### src/verilog/spi_macros.svh
// SPI peripheral build constants
// Mode selection and register bank geometry
`ifndef SPI_MACROS_SVH
`define SPI_MACROS_SVH

// SPI mode 0..3, bit 1 is CPOL and bit 0 is CPHA
`define SPI_MODE 0

// Number of 8-bit registers behind the frame decoder
`define SPI_REG_COUNT 16

// Read-only slot that reflects the external status input
// Last address of the bank
`define SPI_STATUS_ADDR 15

`endif

### src/verilog/spi_pkg.sv
// SPI peripheral shared types
// Byte, address, command layout, register write and decoder states
package spi_pkg;

  // Plain data byte on the serial link and in the bank
  typedef logic [7:0] byte_t;

  // Register index, wraps from 15 back to 0
  typedef logic [3:0] reg_addr_t;

  // First byte of every frame
  typedef struct packed {
    logic       wr;       // 1 = write frame, 0 = read frame
    logic [2:0] rsvd;     // Ignored
    reg_addr_t  addr;     // Start address
  } spi_cmd_t;

  // Register write from the decoder, also the top level write event
  typedef struct packed {
    logic      valid;     // One-cycle strobe
    reg_addr_t addr;
    byte_t     data;
  } reg_wr_t;

  // Frame decoder FSM
  typedef enum logic [1:0] {
    DEC_CMD   = 2'd0,     // Waiting for command byte
    DEC_WRITE = 2'd1,     // Data bytes go into the bank
    DEC_READ  = 2'd2      // Data slots return bank contents
  } dec_state_e;

endpackage

### src/verilog/spi_reg_bank.sv
// SPI register bank
// Sixteen 8-bit registers, read-only status slot, register 0 drives control
`timescale 1ns/1ps
`include "spi_macros.svh"

module spi_reg_bank
  import spi_pkg::*;
(
  input  logic      i_Clk,
  input  logic      i_rst_n,
  // Write port from the decoder
  input  reg_wr_t   i_wr,
  // Combinational read port
  input  reg_addr_t i_rd_addr,
  output byte_t     o_rd_data,
  // External pins
  input  byte_t     i_status,
  output byte_t     o_ctrl
);

  localparam reg_addr_t STATUS_ADDR = reg_addr_t'(`SPI_STATUS_ADDR);

  byte_t regs [`SPI_REG_COUNT];
  logic  wr_en;
  logic  rd_status;

  //////////////////////////////////////////////////////////////////////
  // Storage
  //////////////////////////////////////////////////////////////////////

  // Status slot is never written
  assign wr_en = i_wr.valid && (i_wr.addr != STATUS_ADDR);

  always_ff @(posedge i_Clk)
  begin
    if (!i_rst_n)
    begin
      for (int i = 0; i < `SPI_REG_COUNT; i++)
      begin
        regs[i] <= '0;                              // Bank comes up zeroed
      end
    end
    else if (wr_en)
    begin
      regs[i_wr.addr] <= i_wr.data;                 // Visible on the next read
    end
  end

  //////////////////////////////////////////////////////////////////////
  // Read mux and control output
  //////////////////////////////////////////////////////////////////////

  assign rd_status = (i_rd_addr == STATUS_ADDR);

  // Status input is sampled live, no holding register
  assign o_rd_data = rd_status ? i_status : regs[i_rd_addr];

  assign o_ctrl = regs[0];                          // Control register

endmodule

### config.mk
export PLATFORM = sky130hd
export DESIGN_NAME = spi_reg_bank
export DESIGN_NICKNAME = d
export VERILOG_FILES = /design/src/verilog/spi_pkg.sv /design/src/verilog/spi_reg_bank.sv
export VERILOG_INCLUDE_DIRS = /design/src /design/src/verilog
export SDC_FILE = /design/constraint.sdc
export NUM_CORES = 1
export LEC_CHECK = 0
export ABC_AREA = 0
export BUFFER_PORTS_ARGS = -buffer_cell sky130_fd_sc_hd__clkbuf_2
export CORE_UTILIZATION = 54
export DETAILED_ROUTE_END_ITERATION = 6
export GPL_TIMING_DRIVEN = 0
export PLACE_DENSITY = 0.73
export SKIP_CTS_REPAIR_TIMING = 1
export SLEW_MARGIN = 40
export SYNTH_ARGS = -nofsm -noshare
export SYNTH_HDL_FRONTEND = slang
export SYNTH_SLANG_ARGS = --single-unit
### constraint.sdc
create_clock -name i_Clk -period 2 [get_ports i_Clk]
set_clock_uncertainty 0.2 [all_clocks]
set_input_delay 0.4 -clock i_Clk [delete_from_list [all_inputs] [get_ports i_Clk]]
set_output_delay 0.4 -clock i_Clk [all_outputs]
set_load 0.03 [all_outputs]
==> impl_metrics.json <==
{
  "largest_reg_flops": 120,
  "worstPathMaxFanout": 1,
  "synth_mux_area_share_pct": 11.1,
  "dpl.hpwl_mm": 8.89,
  "wl_met2_mm": 6.33,
  "m1WireLength_mm": 5.63,
  "synth_xor_area_share_pct": 0,
  "worst_pin_slew_ns": 0.814,
  "num_rows": 37,
  "clkTransAtPathRegs_ns": 0.05,
  "finalWirelength_mm": 13.2,
  "cts_tree": "yes",
  "crit_arrival_ns": 1.93,
  "synth.most_common_cell": "edfxtp_1",
  "grt_max_degree": 17,
  "hold_viol": 0,
  "grt_pass1_wl_mm": 20.3,
  "dp_cells": 576,
  "crit_required_ns": 1.40,
  "n_antenna_cell": 0,
  "ir_drop_uv": 606,
  "yosys-top-cells-area": "edfxtp_1 (63%), and2_1 (12%), mux4_2 (6.7%), mux2i_1 (4.4%), o21ai_0 (1.7%)",
  "reg.largest.list": "regs (120)",
  "die_w_um": 105,
  "place.gp.congestion": 0.782,
  "critPathTopFamily": "multiplexers",
  "antenna_found_initial": 0,
  "die_area_mm2": 0.0110,
  "drt_first_pass_iters": 4,
  "max_stage_delay_ns": 0.52,
  "htree_num_levels": 4,
  "crit_chain": "mux4_2 > mux2i_2 > o22ai_2 > buf_6",
  "viasPerCell": 5.88,
  "cts_made_buffers": 17,
  "ys_warn_count": 0,
  "avgSynthCellArea_um2": 14.3,
  "status": "complete, but fails checks",
  "worstPathBufferInverterCount": 1,
  "violations": "negative setup slack",
  "grt-ovfl-total": 0,
  "critPathLaunchType": "register",
  "cap_violations": 0,
  "fillers": 737,
  "cts.sinks": 120,
  "slew_viol_final": 0,
  "synth-edff-count": 120,
  "synth_ff_type": "edfxtp_1",
  "wl_per_cell_um": 21.6,
  "critPathCaptureType": "output pin",
  "totalPowerFinal_mw": 6.39,
  "cp_num_cells": 4,
  "initial_utilization_pct": 55.6,
  "yosysSeqAreaShare_pct": 63.1,
  "clock.fmax_ghz": 0.395,
  "critical-path-slowest-cell": "mux4_2",
  "multi_input_area_mm2": 0.00211,
  "first_iter_violations": 261,
  "port_buffers": 41,
  "top_layer_used": "met4",
  "syn-num-nets": 426,
  "wl_met3_mm": 1.12,
  "synth.lib_cells_used.distinct": 28,
  "grt_pass1_vias": 3452,
  "finalSetupTns_ns": -4.04,
  "period_needed_ns": 2.53,
  "p_leak_nw": 2.51,
  "top_register": "regs",
  "synth-compound-area-share_pct": 5.15,
  "num_io_pins": 43,
  "clockBufferDepth": 2,
  "instances_no_fill": 610,
  "yosysTopAreaCell": "edfxtp_1",
  "maxSlewHeadroom_pct": 45.4,
  "synth_cells": 399,
  "die_y_um": 105,
  "drive_above_1_share_pct": 28.7,
  "ant_nets": 0,
  "rsz0062_at_grt": "true",
  "synth-simple-area-share_pct": 18.3,
  "synth_top_area_share_pct": 63.1,
  "area_growth_pct": 20.1,
  "cts-root-buf": "clkbuf_8",
  "final_nets": 488,
  "p_per_area_mw_per_mm2": 931,
  "grt_usage_pct": 26.1,
  "core_mm2": 0.0103,
  "post-route-period-util_pct": 127,
  "hold_class": "in -> reg",
  "hold_path_depth": 2,
  "syn_area_mm2": 0.00571,
  "yosys-top-cells-count": "edfxtp_1 (120), and2_1 (112), mux2i_1 (25)",
  "critPathKind": "reg -> out",
  "regArea_mm2": 0.00360,
  "synth-seq-cells": 120,
  "synth_top_family_by_area": "simple AND/OR/NAND/NOR gates",
  "setup_ws_ns": -0.535,
  "synthAdderAreaFrac_pct": 0,
  "drcViolationCount": 0,
  "finalSetupViolCount": 8,
  "num_vias": 3586,
  "ys_async_sr_fraction_pct": 0
}
## per-layer routing
metal,up-vias,GRT usage [%]
li1,1615,-
met1,1789,36.5
met2,170,40.2
met3,12,7.61
met4,0,7.04
met5,-,0
## path summary, 6_finish.rpt
check	startpoint	endpoint	slack, ns
worst max-delay path	regs[6][0]	o_rd_data[0]	-0.53
worst min-delay path	i_wr[6]	regs[9][6]	0.04
## stage by stage
| stage | cell area [µm²] | utilization, % | hold slack, ns | setup WS (ns) |
|---|---|---|---|---|
| 2_1_floorplan | 5790 | - | 0.398 | -0.146 |
| 3_3_place_gp | 6170 | 60.0 | 0.573 | -0.690 |
| 3_5_place_dp | 6180 | 60.1 | 0.568 | -0.595 |
| 4_1_cts | 6710 | 65.3 | 0.0151 | -0.669 |
| 5_1_grt | 6860 | 66.7 | 0.0509 | -0.576 |
| 6_report | 6860 | 66.7 | 0.0389 | -0.535 |
## layout by cell type, fill, tap and decap left out, types with 2 or more instances in the layout
master,instances
mux2i_2,4
buf_2,4
nor2_1,9
edfxtp_1,120
buf_12,2
o21ai_1,15
mux2i_1,19
buf_8,2
bufinv_16,2
and2_2,8
nor2b_1,8
o22ai_2,8
a211o_1,7
nor2_2,3
o21ai_2,3
buf_4,3
a31oi_1,5
nand2b_1,10
nor3_4,3
mux2i_4,2
clkinv_2,9
o22ai_1,7
nand2_1,2
nand4b_1,2
clkbuf_2,33
and2_1,112
clkbuf_16,16
nand4_1,2
a31oi_2,2
clkbuf_1,14
or2b_1,3
buf_6,11
mux4_2,17
## power breakdown
group	internal, mW	switching (mW)
combinational	0.261	0.390
clock	1.74	1.04
sequential	2.91	0.0416
total	4.91	1.47
## kinds of logic after synthesis
family	count (synthesis)
simple gates	166
compound gates	48
flops	120
buf+inv	23
mux	42
## cell type report
class,count,share of cell area (%)
multi-input cells,256,30.7
clock buffers,20,6.20
well taps,136,2.48
repair buffers,43,3.94
plain buffers,23,2.52
flip-flops and latches,120,52.5
clock inverters,12,1.59
Power figures use the tool's default switching activity.
