`src/verilog/spi_macros.svh`:
```
// SPI peripheral build constants
// Mode selection and register bank geometry
`ifndef SPI_MACROS_SVH
`define SPI_MACROS_SVH

// SPI mode 0..3, bit 1 is CPOL and bit 0 is CPHA
`define SPI_MODE 0

// Number of 8-bit registers behind the frame decoder
`define SPI_REG_COUNT 16

// Read-only slot that reflects the external status input
// Last address of the bank
`define SPI_STATUS_ADDR 15

`endif

```
`src/verilog/spi_pkg.sv`:
```
// SPI peripheral shared types
// Byte, address, command layout, register write and decoder states
package spi_pkg;

  // Plain data byte on the serial link and in the bank
  typedef logic [7:0] byte_t;

  // Register index, wraps from 15 back to 0
  typedef logic [3:0] reg_addr_t;

  // First byte of every frame
  typedef struct packed {
    logic       wr;       // 1 = write frame, 0 = read frame
    logic [2:0] rsvd;     // Ignored
    reg_addr_t  addr;     // Start address
  } spi_cmd_t;

  // Register write from the decoder, also the top level write event
  typedef struct packed {
    logic      valid;     // One-cycle strobe
    reg_addr_t addr;
    byte_t     data;
  } reg_wr_t;

  // Frame decoder FSM
  typedef enum logic [1:0] {
    DEC_CMD   = 2'd0,     // Waiting for command byte
    DEC_WRITE = 2'd1,     // Data bytes go into the bank
    DEC_READ  = 2'd2      // Data slots return bank contents
  } dec_state_e;

endpackage

```
`src/verilog/spi_frame_decoder.sv`:
```
// SPI frame decoder
// Parses the command byte, steps the address, issues writes and read loads
`timescale 1ns/1ps
`include "spi_macros.svh"

module spi_frame_decoder
  import spi_pkg::*;
(
  input  logic      i_Clk,
  input  logic      i_rst_n,
  // From the slave
  input  logic      i_rx_valid,
  input  byte_t     i_rx_byte,
  input  logic      i_frame_end,
  // To the slave
  output logic      o_tx_load,
  output byte_t     o_tx_byte,
  // Register bank
  output reg_wr_t   o_wr,
  output reg_addr_t o_rd_addr,
  input  byte_t     i_rd_data
);

  dec_state_e state;
  reg_addr_t  addr_q;         // Next address to write or to load
  spi_cmd_t   cmd;
  logic       wr_drop;        // Write aimed at the status slot

  // Only meaningful in DEC_CMD with i_rx_valid
  assign cmd = spi_cmd_t'(i_rx_byte);

  // Bank read port
  // Command cycle reads the start address straight off the byte
  assign o_rd_addr = (state == DEC_CMD) ? cmd.addr : addr_q;

  assign wr_drop = (addr_q == reg_addr_t'(`SPI_STATUS_ADDR));

  //////////////////////////////////////////////////////////////////////
  // Frame FSM
  //////////////////////////////////////////////////////////////////////

  always_ff @(posedge i_Clk)
  begin
    if (!i_rst_n)
    begin
      state      <= DEC_CMD;
      addr_q     <= '0;
      o_tx_load  <= 1'b0;
      o_wr.valid <= 1'b0;
    end
    else
    begin
      o_tx_load  <= 1'b0;                           // Pulses by default
      o_wr.valid <= 1'b0;
      if (i_rx_valid)
      begin
        case (state)
          DEC_CMD:
          begin
            if (cmd.wr)
            begin
              state  <= DEC_WRITE;
              addr_q <= cmd.addr;                   // First data byte lands here
            end
            else
            begin
              state     <= DEC_READ;
              addr_q    <= cmd.addr + reg_addr_t'(1);
              o_tx_load <= 1'b1;                    // Start register for slot 2
            end
          end
          DEC_WRITE:
          begin
            o_wr.valid <= ~wr_drop;                 // Status writes vanish
            addr_q     <= addr_q + reg_addr_t'(1);  // Wraps 15 -> 0
          end
          DEC_READ:
          begin
            o_tx_load <= 1'b1;                      // Byte for the next slot
            addr_q    <= addr_q + reg_addr_t'(1);
          end
          default:
          begin
            state <= DEC_CMD;
          end
        endcase
      end
      // End of frame wins over any state change above
      if (i_frame_end)
      begin
        state <= DEC_CMD;
      end
    end

    // Payload, captured on every byte
    if (i_rx_valid)
    begin
      o_tx_byte <= i_rd_data;
      o_wr.addr <= addr_q;
      o_wr.data <= i_rx_byte;
    end
  end

endmodule

```
`config.mk`:
```
export PLATFORM = sky130hd
export DESIGN_NAME = spi_frame_decoder
export DESIGN_NICKNAME = d
export VERILOG_FILES = /design/src/verilog/spi_pkg.sv /design/src/verilog/spi_frame_decoder.sv
export VERILOG_INCLUDE_DIRS = /design/src /design/src/verilog
export SDC_FILE = /design/constraint.sdc
export NUM_CORES = 1
export LEC_CHECK = 0
export ABC_AREA = 1
export BUFFER_PORTS_ARGS = -buffer_cell sky130_fd_sc_hd__buf_2
export CORE_MARGIN = 1.5
export CORE_UTILIZATION = 49
export CTS_BUF_LIST = sky130_fd_sc_hd__clkbuf_2
export DETAILED_ROUTE_END_ITERATION = 10
export PLACE_DENSITY = 0.8
export SYNTH_ARGS = -nofsm -noshare
export SYNTH_HDL_FRONTEND = slang
export SYNTH_SLANG_ARGS = --single-unit
```
`constraint.sdc`:
```
create_clock -name i_Clk -period 1.45 [get_ports i_Clk]
set_input_delay 0.435 -clock i_Clk [delete_from_list [all_inputs] [get_ports i_Clk]]
set_output_delay 0.435 -clock i_Clk [all_outputs]
set_load 0.05 [all_outputs]
```
==> out/results.ini <==
[run_status]
status=finished, violations left
violations=negative setup slack

[route]
drt_wl_total_mm=2.86
vias_per_cell=5.23
vias=1015
drc=0
drt-pass1-iter-count=4
first_iter_violations=15
ant_nets=0
detail_route.wl_per_cell_um=14.8

[sta]
post-route-period-util=1.28
timing.hold.ws_ns=0.216
clock_skew_ns=0.0164
clock.fmax_ghz=0.540
rsz0062_at_grt=yes
worst-slew-pin-transition_ns=0.248
min_period_ns=1.85
relSlewSlack=0.834
setup_slack_ns=-0.403
setup-violations-final=4
drv_slew=0
hold_viol_final=0

[final_layout]
num_antenna_cells=0
finalNonFillerCells=194
utilization=0.811
syn_to_final_growth_pct=53.6
final_net_count=193
drive_above_1_share=0.548

[critical_path]
path_class=flop to output pin
worst-path-max-fanout=6
worstPathArrival_ns=1.42
end_kind=output pin
rr_worst_depth=8
critPathLaunchType=flop
cp.required_ns=1.02

[floorplanning]
ios=46
rows=17
start_util=0.528
dieArea_um2=2710
core_um2=2230
fp.dieW_um=52.1
die_y_um=52.1

[logic_synthesis]
ys_seq_area_frac=0.645
async_flop_share=0
synth_most_common_cell=edfxtp_1
post-synth-top-area-fraction=0.509
syn-cell-area_um2=1180
synth_edf_count=20
syn_avg_cell_area_um2=12.0
synth_fp_nets=124
synthCells=98
yosys_most_used_dff=edfxtp_1
synthTopCellsByArea=edfxtp_1, dfxtp_1, ha_1, nand2_1, nand3_1
yosys.area.top_type=edfxtp_1
synth.distinct_cells=22
synthTopCellsByCount=edfxtp_1, nand2_1, dfxtp_1, inv_1
ys_ff_latch=28
ys_warn_count=0

[power]
p_leak_uw=0.000835
irDropWorstVdd_mv=0.965
power_uw=1840
power_density_nw_per_um2=1020

[grt]
track_usage=0.232
grt_max_degree=18
antenna_found_initial=0
grt_pass1_vias=992
grt_pass1_wl_mm=4.42
gr-total-overflow=0

[flow_run]
max_cap_violations=0

[cts]
clk_latency_ns=0.37
path_clk_slew_ns=0.24
clockBufferDepth=2
clkSinkCount=28
root_buffer=clkbuf_2
hold_buffers=0
cts_buffers=3
cts-htree-levels=1
cts_tree=yes

[placed_design]
dp_cells=183
place_hpwl_mm=1.96
numPortBuffers=45
gp_congestion=0.767
dp_slack_ns=-0.110

[min_path]
min_path_cells=1
min_path_type=input port to flop

==> what timing repair did <==
item | in CTS | in global routing
resized for setup | 15 | 56
hold endpoints to repair | 0 | 0
endpoints found under the setup margin | 4 | 27
pin swaps | 2 | 3
setup buffers | 5 | 2
==> where the power goes <==
group	internal (µW)	switching (µW)
combinational	221	381
sequential	923	27.3
clock	72.8	216
==> cell families after synthesis <==
kind of cell,after synthesis,share of synthesized area
AOI/OAI and AO/OA,20,0.108
xor gates and xnor gates,1,0.00742
adders and majority gates,6,0.0636
buffers and inverters,13,0.0477
DFF,28,0.645
and+or+nand+nor,30,0.128
==> final cells by class <==
type	instances	area (µm²)
repair buffers	65	500
inverters	12	50.0
well taps	28	35.0
multi-input cells	57	443
fillers	136	422
clock buffers	4	20.0
flip-flops and latches	28	763
==> flip-flops by register name, indices dropped and copies added (netlist names) <==
signal	cells
addr_q	4
state	2
o_tx_load	1
o_wr	13
o_tx_byte	8
==> layer usage <==
metal | wire length (µm) | track usage | part of all wire | up-vias
met5 | 0 | 0 | 0 | -
met4 | 82 | 0.114 | 0.029 | 0
met3 | 201 | 0.0402 | 0.070 | 13
met2 | 1510 | 0.416 | 0.53 | 50
met1 | 1070 | 0.263 | 0.37 | 472
li1 | - | - | - | 480
==> final timing paths <==
check          startpoint      endpoint  slack [ns]
min          i_rd_data[5]  o_tx_byte[5]        0.22
min reg2reg     addr_q[3]      o_wr[12]        0.59
max              state[1]  o_rd_addr[2]       -0.40
max reg2reg      state[1]     addr_q[3]        0.04
==> layout by cell type, fill, tap and decap left out <==
| cell type | Yosys | final |
|---|---|---|
| nand2_1 | 15 | 13 |
| nor2_8 | 1 | 1 |
| o211ai_1 | 1 | 1 |
| inv_1 | 8 | 6 |
| ha_1 | 6 | 4 |
| ha_4 | 0 | 1 |
| o21ai_0 | 4 | 2 |
| nand2_2 | 1 | 1 |
| o211a_1 | 1 | 1 |
| a21oi_1 | 3 | 3 |
| dfxtp_2 | 0 | 2 |
| clkbuf_4 | 0 | 2 |
| inv_6 | 0 | 1 |
| nand3_1 | 6 | 6 |
| buf_6 | 1 | 16 |
| edfxtp_1 | 20 | 20 |
| nand2_4 | 0 | 2 |
| buf_2 | 0 | 19 |
| ha_2 | 0 | 1 |
| nand4_1 | 1 | 1 |
| xnor2_1 | 1 | 1 |
| inv_2 | 4 | 5 |
| nor2_4 | 1 | 2 |
| clkbuf_2 | 0 | 4 |
| buf_4 | 0 | 28 |
| o21ai_4 | 0 | 4 |
| dfxtp_1 | 8 | 6 |
| a211oi_2 | 2 | 2 |
| o21ai_1 | 5 | 3 |
| a31oi_1 | 4 | 4 |
| nor2_1 | 4 | 4 |
==> through the flow <==
step	instance area, µm²	TNS [ns]
CTS	1690	-1.40
global route	1810	-1.86
global placement	1590	-0.108
floorplan	1240	0
finish	1810	-1.59
detailed placement	1590	-0.276
==> critical path: stages (launching register included) <==
cell and delay [ns]:
dfxtp_2 0.39, inv_2 0.07, ha_4 0.22, inv_6 0.07, o21ai_4 0.13, buf_6 0.17
(Power assumes the default switching activity.)
